File: config.mk
export PLATFORM = sky130hd
export DESIGN_NAME = execute_top
export DESIGN_NICKNAME = d
export VERILOG_FILES = /design/src/hdl/exec_pkg.sv /design/src/hdl/exec_alu.sv /design/src/hdl/exec_branch.sv /design/src/hdl/exec_commit.sv /design/src/hdl/execute_top.sv
export SDC_FILE = /design/constraint.sdc
export NUM_CORES = 1
export LEC_CHECK = 0
export BUFFER_PORTS_ARGS = -buffer_cell sky130_fd_sc_hd__buf_4
export CAP_MARGIN = 20
export CORE_MARGIN = 4
export CORE_UTILIZATION = 30
export DETAILED_ROUTE_END_ITERATION = 12
export PLACE_DENSITY = 0.55
export SLEW_MARGIN = 40
export SYNTH_ARGS = -nofsm -noshare
export SYNTH_HDL_FRONTEND = slang
export SYNTH_SLANG_ARGS = --single-unit
File: constraint.sdc
create_clock -name clk -period 16.2 [get_ports clk]
set_input_delay 3.24 -clock clk [delete_from_list [all_inputs] [get_ports clk]]
set_output_delay 3.24 -clock clk [all_outputs]
set_load 0.01 [all_outputs]
File: src/hdl/exec_pkg.sv
// Execute stage package with width constants, opcode and condition enums, stage bundles
package exec_pkg;

    localparam int XLEN    = 32;  // Data and address width
    localparam int CS_W    = 16;  // Code segment selector width
    localparam int FLAG_W  = 7;   // Flags modeled by this stage
    localparam int SHAMT_W = 5;   // Shift count bits taken from op2

    // Micro-op opcodes
    typedef enum logic [3:0] {
        OP_NOP   = 4'd0,
        OP_ADD   = 4'd1,
        OP_AND   = 4'd2,
        OP_OR    = 4'd3,
        OP_NOT   = 4'd4,
        OP_SAL   = 4'd5,
        OP_SAR   = 4'd6,
        OP_CMP   = 4'd7,
        OP_MOV   = 4'd8,
        OP_XCHG  = 4'd9,
        OP_CMOVC = 4'd10,
        OP_JMP   = 4'd11,  // Near jump, relative to next_eip
        OP_JMPF  = 4'd12,  // Far jump, absolute target plus selector
        OP_JCC   = 4'd13   // Conditional near jump
    } alu_op_e;

    // Condition codes for JCC
    typedef enum logic [2:0] {
        CC_ALWAYS = 3'd0,
        CC_C      = 3'd1,  // Carry set
        CC_NC     = 3'd2,  // Carry clear
        CC_Z      = 3'd3,  // Zero set
        CC_NZ     = 3'd4   // Zero clear
    } cond_e;

    // EFLAGS subset, fmask uses the same bit layout
    typedef struct packed {
        logic cf;
        logic pf;
        logic af;
        logic zf;
        logic sf;
        logic of;
        logic df;
    } flags_t;

    // One decoded micro-op from the front end
    typedef struct packed {
        logic            valid;
        alu_op_e         op;
        cond_e           cond;
        logic [XLEN-1:0] eip;
        logic [XLEN-1:0] next_eip;     // Fall-through address
        logic            pred_taken;   // Front end prediction
        logic [XLEN-1:0] pred_target;
        logic [XLEN-1:0] op1;
        logic [XLEN-1:0] op2;
        logic [XLEN-1:0] dest1;
        logic [XLEN-1:0] dest2;
        logic            ld1;          // Writeback requests
        logic            ld2;
    } uop_t;

    // ALU output bundle
    typedef struct packed {
        logic [XLEN-1:0]   res1;
        logic [XLEN-1:0]   res2;
        logic [XLEN-1:0]   dest1;
        logic [XLEN-1:0]   dest2;
        logic              wb1;
        logic              wb2;
        flags_t            flags;
        logic [FLAG_W-1:0] fmask;  // Flags written by this op
    } alu_res_t;

    // Branch resolution bundle
    typedef struct packed {
        logic            valid;
        logic            taken;
        logic            correct;   // Prediction matched
        logic [XLEN-1:0] fip;       // Next fetch address
        logic [CS_W-1:0] cs;        // Far jump only
        logic            cond_met;
    } br_res_t;

    // Registered result bundle
    typedef struct packed {
        logic            valid;
        logic [XLEN-1:0] eip;
        logic [XLEN-1:0] res1;
        logic [XLEN-1:0] res2;
        logic [XLEN-1:0] dest1;
        logic [XLEN-1:0] dest2;
        logic            wb1;
        logic            wb2;
    } commit_t;

endpackage

File: src/hdl/exec_alu.sv
// Integer ALU with results, destinations, flags and flag write mask
`timescale 1ns/1ps

module exec_alu import exec_pkg::*; (
    input  uop_t     uop,
    output alu_res_t alu_res
);

    // Flag groups per opcode class
    localparam flags_t FM_ARITH = '{cf: 1'b1, pf: 1'b1, af: 1'b1, zf: 1'b1,
                                    sf: 1'b1, of: 1'b1, df: 1'b0};
    localparam flags_t FM_LOGIC = '{cf: 1'b1, pf: 1'b1, af: 1'b0, zf: 1'b1,
                                    sf: 1'b1, of: 1'b1, df: 1'b0};
    localparam flags_t FM_SHIFT = '{cf: 1'b1, pf: 1'b1, af: 1'b0, zf: 1'b1,
                                    sf: 1'b1, of: 1'b0, df: 1'b0};

    logic [SHAMT_W-1:0] shamt;
    logic [XLEN:0]      add_full;  // Carry out in top bit
    logic [XLEN:0]      sub_full;  // Borrow in top bit
    logic [XLEN:0]      sal_full;  // Last bit shifted out lands in top bit
    logic [XLEN:0]      sar_full;  // Last bit shifted out lands in bit 0
    flags_t             fl;
    flags_t             mask;

    assign shamt    = uop.op2[SHAMT_W-1:0];
    assign add_full = {1'b0, uop.op1} + {1'b0, uop.op2};
    assign sub_full = {1'b0, uop.op1} - {1'b0, uop.op2};
    assign sal_full = {1'b0, uop.op1} << shamt;
    assign sar_full = $signed({uop.op1, 1'b0}) >>> shamt;  // Sign bit refills from the top

    always_comb begin
        alu_res       = '0;
        alu_res.dest1 = uop.dest1;
        alu_res.dest2 = uop.dest2;
        alu_res.wb1   = uop.ld1;
        alu_res.wb2   = uop.ld2;
        fl            = '0;
        mask          = '0;

        case (uop.op)
            OP_ADD: begin
                alu_res.res1 = add_full[XLEN-1:0];
                fl.cf        = add_full[XLEN];
                fl.af        = uop.op1[4] ^ uop.op2[4] ^ add_full[4];  // Carry into bit 4
                fl.of        = (uop.op1[XLEN-1] == uop.op2[XLEN-1]) &&
                               (add_full[XLEN-1] != uop.op1[XLEN-1]);
                mask         = FM_ARITH;
            end
            OP_CMP: begin
                alu_res.res1 = sub_full[XLEN-1:0];  // Only feeds the flags
                alu_res.wb1  = 1'b0;
                alu_res.wb2  = 1'b0;
                fl.cf        = sub_full[XLEN];
                fl.af        = uop.op1[4] ^ uop.op2[4] ^ sub_full[4];
                fl.of        = (uop.op1[XLEN-1] != uop.op2[XLEN-1]) &&
                               (sub_full[XLEN-1] != uop.op1[XLEN-1]);
                mask         = FM_ARITH;
            end
            OP_AND: begin
                alu_res.res1 = uop.op1 & uop.op2;
                mask         = FM_LOGIC;  // cf and of stay cleared
            end
            OP_OR: begin
                alu_res.res1 = uop.op1 | uop.op2;
                mask         = FM_LOGIC;
            end
            OP_NOT: begin
                alu_res.res1 = ~uop.op1;  // No flags touched
            end
            OP_SAL: begin
                alu_res.res1 = sal_full[XLEN-1:0];
                fl.cf        = sal_full[XLEN];
                // Overflow defined for single-bit shifts only
                fl.of        = sal_full[XLEN-1] ^ sal_full[XLEN];
                if (shamt != '0) begin
                    mask    = FM_SHIFT;
                    mask.of = (shamt == SHAMT_W'(1));
                end
            end
            OP_SAR: begin
                alu_res.res1 = sar_full[XLEN:1];
                fl.cf        = sar_full[0];
                fl.of        = 1'b0;  // Sign never changes
                if (shamt != '0) begin
                    mask    = FM_SHIFT;
                    mask.of = (shamt == SHAMT_W'(1));
                end
            end
            OP_MOV, OP_CMOVC: begin
                alu_res.res1 = uop.op2;  // CMOVC kill decided at commit
            end
            OP_XCHG: begin
                // Values and destinations cross over
                alu_res.res1  = uop.op2;
                alu_res.res2  = uop.op1;
                alu_res.dest1 = uop.dest2;
                alu_res.dest2 = uop.dest1;
            end
            OP_JMP, OP_JMPF, OP_JCC: begin
                alu_res.wb1 = 1'b0;  // Branch resolver owns jumps
                alu_res.wb2 = 1'b0;
            end
            default: begin
                alu_res.res1 = uop.op1;  // NOP passes op1 along
            end
        endcase

        // Result-based flags shared by every flag-writing op
        fl.pf = ~^alu_res.res1[7:0];  // Even parity of low byte
        fl.zf = (alu_res.res1 == '0);
        fl.sf = alu_res.res1[XLEN-1];

        alu_res.flags = fl;
        alu_res.fmask = mask;
    end

endmodule

File: src/hdl/exec_branch.sv
// Branch resolver with condition evaluation and prediction check
`timescale 1ns/1ps

module exec_branch import exec_pkg::*; (
    input  uop_t    uop,
    input  flags_t  flags_q,
    output br_res_t br_res
);

    cond_e           eff_cond;  // Condition actually tested
    logic            cond_met;
    logic            is_br;
    logic            taken;
    logic [XLEN-1:0] target;

    // CMOVC always tests carry, whatever cond says
    assign eff_cond = (uop.op == OP_CMOVC) ? CC_C : uop.cond;

    always_comb begin
        case (eff_cond)
            CC_ALWAYS: cond_met = 1'b1;
            CC_C:      cond_met = flags_q.cf;
            CC_NC:     cond_met = ~flags_q.cf;
            CC_Z:      cond_met = flags_q.zf;
            CC_NZ:     cond_met = ~flags_q.zf;
            default:   cond_met = 1'b0;  // Unused encodings never pass
        endcase
    end

    assign is_br = uop.valid &&
                   (uop.op == OP_JMP || uop.op == OP_JMPF || uop.op == OP_JCC);

    always_comb begin
        taken  = 1'b0;
        target = uop.next_eip + uop.op1;  // Near displacement
        case (uop.op)
            OP_JMP:  taken = 1'b1;
            OP_JCC:  taken = cond_met;
            OP_JMPF: begin
                taken  = 1'b1;
                target = uop.op1;  // Absolute offset in new segment
            end
            default: taken = 1'b0;
        endcase
        taken = taken & is_br;
    end

    always_comb begin
        br_res          = '0;
        br_res.valid    = is_br;
        br_res.taken    = taken;
        br_res.cond_met = cond_met;
        br_res.fip      = taken ? target : uop.next_eip;
        br_res.cs       = (uop.op == OP_JMPF) ? uop.op2[CS_W-1:0] : '0;
        // Direction must match, target only matters when taken
        br_res.correct  = (taken == uop.pred_taken) &&
                          (!taken || target == uop.pred_target);
    end

endmodule

File: src/hdl/exec_commit.sv
// Commit block with EFLAGS register, CMOVC kill and registered result and branch bundles
`timescale 1ns/1ps

module exec_commit import exec_pkg::*; (
    input  logic            clk,
    input  logic            rst,
    input  logic            uop_valid,
    input  alu_op_e         uop_op,
    input  logic [XLEN-1:0] uop_eip,
    input  alu_res_t        alu_res,
    input  br_res_t         br_res,
    output flags_t          flags_q,
    output commit_t         commit,
    output br_res_t         branch
);

    logic              kill;   // CMOVC with carry clear
    logic              live;   // Valid and not killed
    logic [FLAG_W-1:0] wmask;  // Effective flag write enables
    flags_t            flags_d;

    assign kill  = uop_valid && (uop_op == OP_CMOVC) && !br_res.cond_met;
    assign live  = uop_valid && !kill;
    assign wmask = live ? alu_res.fmask : '0;

    // Per-bit merge of new flags into the register
    assign flags_d = flags_t'((flags_q & ~wmask) | (alu_res.flags & wmask));

    always_ff @(posedge clk) begin
        if (rst) begin
            flags_q <= '0;
        end else begin
            flags_q <= flags_d;  // Next op sees this value
        end
    end

    // Result bundle
    always_ff @(posedge clk) begin
        commit.eip   <= uop_eip;
        commit.res1  <= alu_res.res1;
        commit.res2  <= alu_res.res2;
        commit.dest1 <= alu_res.dest1;
        commit.dest2 <= alu_res.dest2;
        if (rst) begin
            commit.valid <= 1'b0;
            commit.wb1   <= 1'b0;
            commit.wb2   <= 1'b0;
        end else begin
            commit.valid <= live;
            commit.wb1   <= live && alu_res.wb1;  // Killed op writes nothing
            commit.wb2   <= live && alu_res.wb2;
        end
    end

    // Branch bundle
    always_ff @(posedge clk) begin
        branch.correct  <= br_res.correct;
        branch.fip      <= br_res.fip;
        branch.cs       <= br_res.cs;
        branch.cond_met <= br_res.cond_met;
        if (rst) begin
            branch.valid <= 1'b0;
            branch.taken <= 1'b0;
        end else begin
            branch.valid <= br_res.valid;  // Already qualified by uop valid
            branch.taken <= br_res.taken;
        end
    end

endmodule

File: src/hdl/execute_top.sv
// Execute stage top level with ALU, branch resolver and commit block
`timescale 1ns/1ps

module execute_top import exec_pkg::*; (
    input  logic    clk,
    input  logic    rst,
    input  uop_t    uop,
    output commit_t commit,
    output br_res_t branch,
    output flags_t  eflags
);

    alu_res_t alu_res;  // Zero-latency ALU result
    br_res_t  br_res;   // Zero-latency branch resolution

    // Both units look at the same micro-op
    exec_alu u_alu (
        .uop     (uop),
        .alu_res (alu_res)
    );

    exec_branch u_branch (
        .uop     (uop),
        .flags_q (eflags),  // Flags left by the previous op
        .br_res  (br_res)
    );

    // One cycle to the outputs
    exec_commit u_commit (
        .clk       (clk),
        .rst       (rst),
        .uop_valid (uop.valid),
        .uop_op    (uop.op),
        .uop_eip   (uop.eip),
        .alu_res   (alu_res),
        .br_res    (br_res),
        .flags_q   (eflags),
        .commit    (commit),
        .branch    (branch)
    );

endmodule

==> flow_summary.yaml, run 1 <==
outcome:
  status: "finished clean"
route:
  wirelength_um: 100000
  first_pass_iters: 9
  wl_per_cell_um: 27.4
  ant_nets: 0
  via_count: 21800
  viasPerCell: 5.96
  drc: 0
  drt_first_iter_violations: 2407
floorplanning:
  start_util_pct: 30.5
  die_h_um: 262
  dieArea_um2: 68600
  core-area_um2: 63400
  ios: 459
  die_w_um: 262
  rows: 92
global_route:
  grt_pass1_vias: 20600
  grt_max_degree: 80
  grtUsageTotal_pct: 27.2
  grt_pass1_wl_um: 141000
  antenna_found_initial: 1
  overflow: 0
sta:
  timing.final.max_slew_violations: 0
  rsz0062_at_grt: "no"
  finalSetupTns_ps: 0
  period_needed_ps: 7920
  period_share_pct: 48.9
  tightestPinTransition_ps: 882
  max_freq_ghz: 0.126
  hold_viol: 0
  maxSlewHeadroom_pct: 40.7
  fin_ws_ps: 8280
  clock_skew_ps: 13.2
  setup_viol: 0
placement:
  gp_congestion: 1.00
  port_buffers: 457
  dpl.cell_count: 3602
  hpwl_um: 78400
  dp_worst_setup_slack_ps: 7600
power:
  p_comb_share_pct: 38.3
  power_density_nw_per_um2: 80.3
  power.share.clock_pct: 31.0
  p_leak_nw: 10.4
  p_int_mw: 1.23
  vdd_drop_max_mv: 0.0729
  power_frac_seq_pct: 30.6
  swShare_pct: 37.0
  p_sw_uw: 721
finish:
  diodes: 0
  drive_gt1_share_pct: 25.6
  finalNonFillerCells: 3651
  n_fill_cell: 6570
  multi_input_area_um2: 13800
  syn_to_final_growth_pct: 25.4
  final_cell_mix: "buf_4 (485), nor2_1 (224), dfxtp_1 (221)"
  layout_commonest_cell: "buf_4"
  fin_nets: 3157
  regArea_um2: 4420
synth:
  synth_edf_count: 0
  netlist_area_um2: 19300
  synthArstFlopShare_pct: 0
  synth_warnings: 0
  synth-seq-cells: 221
  ys_types: 92
  synth_area_per_cell_um2: 7.89
  syn_nets: 2825
  ys_seq_area_share_pct: 22.9
  synth-main-ff-cell: "dfxtp_1"
  synthCells: 2453
clock_tree:
  cts_buffer_depth: 3
  clkLatencyLatePin_ps: 580
  cts_sinks: 221
  cts_hold_buffers: 0
  cts_tree: "yes"
  htreeDepth: 1
  path_clk_slew_ps: 60
  cts_buffers: 27
  post_cts_buffers: 0
  cts_resized: 0
  root_buffer: "clkbuf_16"
setup_path:
  path_delay_family: "simple AND/OR/NAND/NOR gates"
  cp-end-kind: "flip-flop"
  crit_type: "in2reg"
  cp_max_fo: 25
  crit_path_top_delay_cell: "ha_1"
  path_buf_inv: 2
  cpPeakStageDelay_ps: 620
  cp_data_required_time_ps: 16720
  cp-start-kind: "input port"
  cp_cell_sequence: "buf_4 -> clkinv_1 -> ha_1 -> a2111o_1 -> a31o_2 -> and2_1 -> a22o_1 -> o21ai_0 -> nand3_1 -> o21ai_0 -> ha_1 -> nand4_1 -> nor3_1 -> nand2_1 -> or4_1 -> or4b_1 -> nor4_2 -> nand4_1 -> nand2_1"
  cp.arrival_ps: 8440
flow_run:
  maxCapViolations: 0
worst_hold_path:
  hp-class: "reg2reg"
==> synth_stat cells (9+ instances only) <==
master,n,share of area (%)
nor2_1,227,4.4
dfxtp_1,221,23
nand2_1,197,3.8
a21oi_1,188,4.9
clkbuf_1,135,2.6
ha_1,132,8.5
o21ai_0,130,3.4
inv_1,117,2.3
nor3_1,98,2.5
mux2_2,94,5.5
a211oi_1,51,2.0
nand3_1,51,1.3
mux2i_1,49,2.5
xnor2_1,47,2.1
mux4_2,37,4.3
a21o_1,35,1.4
xor2_1,34,1.5
o211ai_1,30,1.2
nor2b_1,27,0.87
nor4_1,27,0.87
o22ai_1,27,0.87
nand4_1,25,0.81
and3_1,23,0.74
o31ai_1,23,0.89
buf_1,22,0.43
nand2b_1,21,0.68
buf_2,20,0.52
o221ai_1,19,0.86
a31oi_1,18,0.58
a2111oi_0,17,0.77
a22oi_1,17,0.66
a221oi_1,15,0.68
o21a_1,15,0.58
o21bai_1,13,0.50
a211o_1,12,0.54
a32oi_1,11,0.50
o2111ai_1,11,0.50
or3_1,11,0.36
a221o_1,10,0.52
a311oi_1,10,0.45
and2_1,9,0.29
or4_1,9,0.35
==> power by group through the flow <==
stage	registers [mW]	clock network (mW)	logic, mW
after floorplan	0.625	0	0.403
after global placement	0.608	0	0.728
after detailed placement	0.608	0	0.728
after CTS	0.597	0.622	0.731
after global routing	0.600	0.641	0.792
final	0.597	0.604	0.746
==> layer usage <==
metal  share of wire (%)  wire length, µm  track usage [%]  vias to the layer above
li1                    -                -                -                     9773
met1                  41            41000             36.0                    10500
met2                  45            45200             43.9                     1245
met3                 9.4             9440             5.11                      198
met4                 4.5             4480             10.9                        0
met5                   0                0                0                        -
==> worst paths after layout <==
check | from | endpoint | slack, ps | depth (start not counted)
setup / recovery | uop[70] | flip-flop | 8280 | 19
hold / removal | flip-flop | flip-flop | 480 | 2
setup reg to reg | flip-flop | u_commit.branch[49]$_DFF_P_ | 12360 | 10
hold reg to reg | flip-flop | flip-flop | 480 | 2
==> cell type report <==
cell class              count  share of cell area (%)
well taps                 846                    4.36
clock inverters            14                   0.547
flip-flops and latches    221                    18.2
repair buffers            488                    15.2
inverters                 124                    1.92
clock buffers              35                    3.07
multi-input cells        1923                    56.7
==> flip-flops by register name (all words and copies together) (netlist names), named ones only <==
| register | cells |
|---|---|
| u_commit.commit | 163 |
| u_commit.branch | 52 |
==> worst register-to-register path, cell delays in order, from the launching register on <==
cell and delay [ps]:
dfxtp_1 400, or4_1 600, nand4_1 120, nand4_1 170, buf_4 340, or4_1 650
nor4_1 190, nand4_1 200, a2111oi_0 580, nand4_1 200, o41ai_1 280
==> through the flow <==
step | power [mW] | cell area [µm²] | utilization [%] | hold WS [ps]
4_1_cts | 1.95 | 24200 | 38.2 | 481
5_1_grt | 2.03 | 24300 | 38.2 | 513
2_1_floorplan | 1.03 | 19300 | - | 481
3_5_place_dp | 1.34 | 23400 | 36.8 | 474
6_report | 1.95 | 24300 | 38.2 | 483
3_3_place_gp | 1.34 | 23300 | 36.8 | 462
==> cells by family after synthesis <==
| kind of cell | Yosys count | synth area share (%) |
|---|---|---|
| AND/OR/NAND/NOR | 768 | 18.9 |
| other | 1 | 0.0194 |
| buffers and inverters | 309 | 6.33 |
| AO/OA/AOI/OAI | 752 | 26.5 |
| multiplexers | 186 | 12.9 |
| flip-flops | 221 | 22.9 |
| adder cells (fa/ha/maj) | 135 | 8.85 |
| XOR/XNOR | 81 | 3.67 |
(Power assumes the default switching activity.)
==> inputs of run 2 (changes only) <==
--- a/config.mk
+++ b/config.mk
@@ -10,7 +10,7 @@
 export CORE_MARGIN = 4
 export CORE_UTILIZATION = 30
 export DETAILED_ROUTE_END_ITERATION = 12
-export PLACE_DENSITY = 0.55
+export PLACE_DENSITY = 0.56
 export SLEW_MARGIN = 40
 export SYNTH_ARGS = -nofsm -noshare
 export SYNTH_HDL_FRONTEND = slang
==> constraint.sdc (replaced) <==
create_clock -name clk -period 7 [get_ports clk]
set_input_delay 1.4 -clock clk [delete_from_list [all_inputs] [get_ports clk]]
set_output_delay 1.4 -clock clk [all_outputs]
set_load 0.01 [all_outputs]
==> flow_summary.yaml, run 2 (synthesis gave the netlist of run 1 again) <==
clock_tree:
  clkLatencyLatePin_ps: 580
  cts_buffers: 26
  htreeDepth: 1
  path_clk_slew_ps: 60
  cts_resized: 0
  cts_buffer_depth: 3
  post_cts_buffers: 0
  cts_sinks: 221
  cts_tree: "yes"
  cts_hold_buffers: 0
  root_buffer: "clkbuf_16"
finish:
  largest_reg_flops: 163
  fin_nets: 3187
  n_fill_cell: 6618
  final_cell_mix: "buf_4 (518), nor2_1 (225), dfxtp_1 (221)"
  regMostFlops: "u_commit.commit"
  diodes: 0
  reg_top3: "u_commit.commit x163, u_commit.branch x52"
  layout_commonest_cell: "buf_4"
  drive_gt1_share_pct: 26.4
  syn_to_final_growth_pct: 26.8
route:
  drc: 0
  via_count: 22000
  viasPerCell: 5.99
  ant_nets: 0
  drt_first_iter_violations: 2453
  first_pass_iters: 7
  wl_per_cell_um: 28.2
  wirelength_um: 104000
flow_run:
  maxCapViolations: 0
sta:
  period_share_pct: 84.3
  max_freq_ghz: 0.169
  rsz0062_at_grt: "no"
  period_needed_ps: 5900
  hold_viol: 0
  hold_slack_ps: 500
  setup_viol: 0
  finalSetupTns_ps: 0
  timing.final.max_slew_violations: 0
  maxSlewHeadroom_pct: 36.1
  clock_skew_ps: 15.3
  tightestPinTransition_ps: 949
floorplanning:
  core-area_um2: 63400
  start_util_pct: 30.5
  rows: 92
  ios: 459
  dieArea_um2: 68600
  die_w_um: 262
  die_h_um: 262
power:
  power_density_nw_per_um2: 187
  swShare_pct: 36.7
  p_comb_share_pct: 38.3
  p_sw_mw: 1.68
  power_frac_seq_pct: 30.1
  p_int_mw: 2.90
  p_leak_nw: 10.6
  power.share.clock_pct: 31.6
  vdd_drop_max_mv: 0.197
setup_path:
  cp_data_required_time_ps: 7520
  cpPeakStageDelay_ps: 670
  cp_cell_sequence: "buf_4 -> inv_1 -> ha_1 -> mux2i_1 -> a21oi_1 -> a21oi_1 -> o21ai_0 -> a211oi_1 -> a21o_1 -> ha_1 -> nand4_1 -> nor3_1 -> nand2_1 -> or4_1 -> or4b_1 -> nor4_2 -> nand4_1 -> nand2_1"
  cp-end-kind: "flip-flop"
  crit_type: "in2reg"
  cp_max_fo: 48
  crit_path_top_delay_cell: "mux2i_1"
  cp-start-kind: "input port"
  cp.arrival_ps: 6420
global_route:
  grt_pass1_vias: 20900
  grtUsageTotal_pct: 28.3
  grt_max_degree: 55
  antenna_found_initial: 2
  overflow: 0
  grt_pass1_wl_um: 146000
placement:
  port_buffers: 457
  gp_congestion: 1.01
  hpwl_um: 82300
worst_hold_path:
  hp-class: "reg2reg"
outcome:
  status: "finished clean"
## run 2: cell types whose count changed in the layout (fill, tap and decap cells not counted), sizes merged
| cell | change |
|---|---|
| clkbuf | -1 |
| clkinvlp | -1 |
| buf | +31 |
| bufinv | +1 |
## run 2: final timing paths
check	start	end	slack (ps)	cells after the start
max reg2reg	flip-flop	u_commit.branch[49]$_DFF_P_	3380	9
min	flip-flop	flip-flop	500	2
max	uop[66]	flip-flop	1100	18
min reg2reg	flip-flop	flip-flop	500	2
## run 2: layer usage
| metal | share of wire (%) | routed length (µm) | track usage [%] | vias to the layer above |
|---|---|---|---|---|
| li1 | - | - | - | 9839 |
| met3 | 9.8 | 10200 | 5.36 | 214 |
| met2 | 45 | 47000 | 46.2 | 1339 |
| met4 | 4.1 | 4270 | 9.66 | 2 |
| met5 | 0.0096 | 10 | 0 | - |
| met1 | 41 | 42300 | 37.5 | 10600 |
## run 2: final cells by class
class / instances / area [µm²] / area share [%]
multi-input combinational: 1923 / 13800 / 56.1
tap: 846 / 1060 / 4.32
timing repair buffer: 519 / 3910 / 15.9
clock inverter: 14 / 155 / 0.632
sequential: 221 / 4420 / 18.0
clock buffer: 34 / 762 / 3.11
inverter: 124 / 465 / 1.90
## run 2: worst max-delay path: cells and delay by family
family	cells	cell delay, ps
adder cells (fa/ha/maj)	2	570
multiplexers	1	670
AND/OR/NAND/NOR	8	2000
buffers and inverters	2	860
AO/OA/AOI/OAI	5	870
## run 2: power groups by stage
stage / Sequential (mW) / Clock [mW] / Combinational, mW
after floorplan: 1.45 / 0 / 0.933
after global placement: 1.41 / 0 / 1.71
after detailed placement: 1.41 / 0 / 1.71
after CTS: 1.38 / 1.50 / 1.72
after global routing: 1.39 / 1.54 / 1.86
final: 1.38 / 1.45 / 1.75
## run 2: through the flow
step	power (mW)	worst slack [ps]	std cells	cell area, µm²	utilization, %
2_1_floorplan	2.38	1010	2453	19300	-
4_1_cts	4.60	1230	3681	24500	38.7
5_1_grt	4.79	907	3681	24500	38.7
3_3_place_gp	3.12	563	3633	23600	37.2
6_report	4.59	1100	3681	24500	38.7
3_5_place_dp	3.12	622	3633	23600	37.2
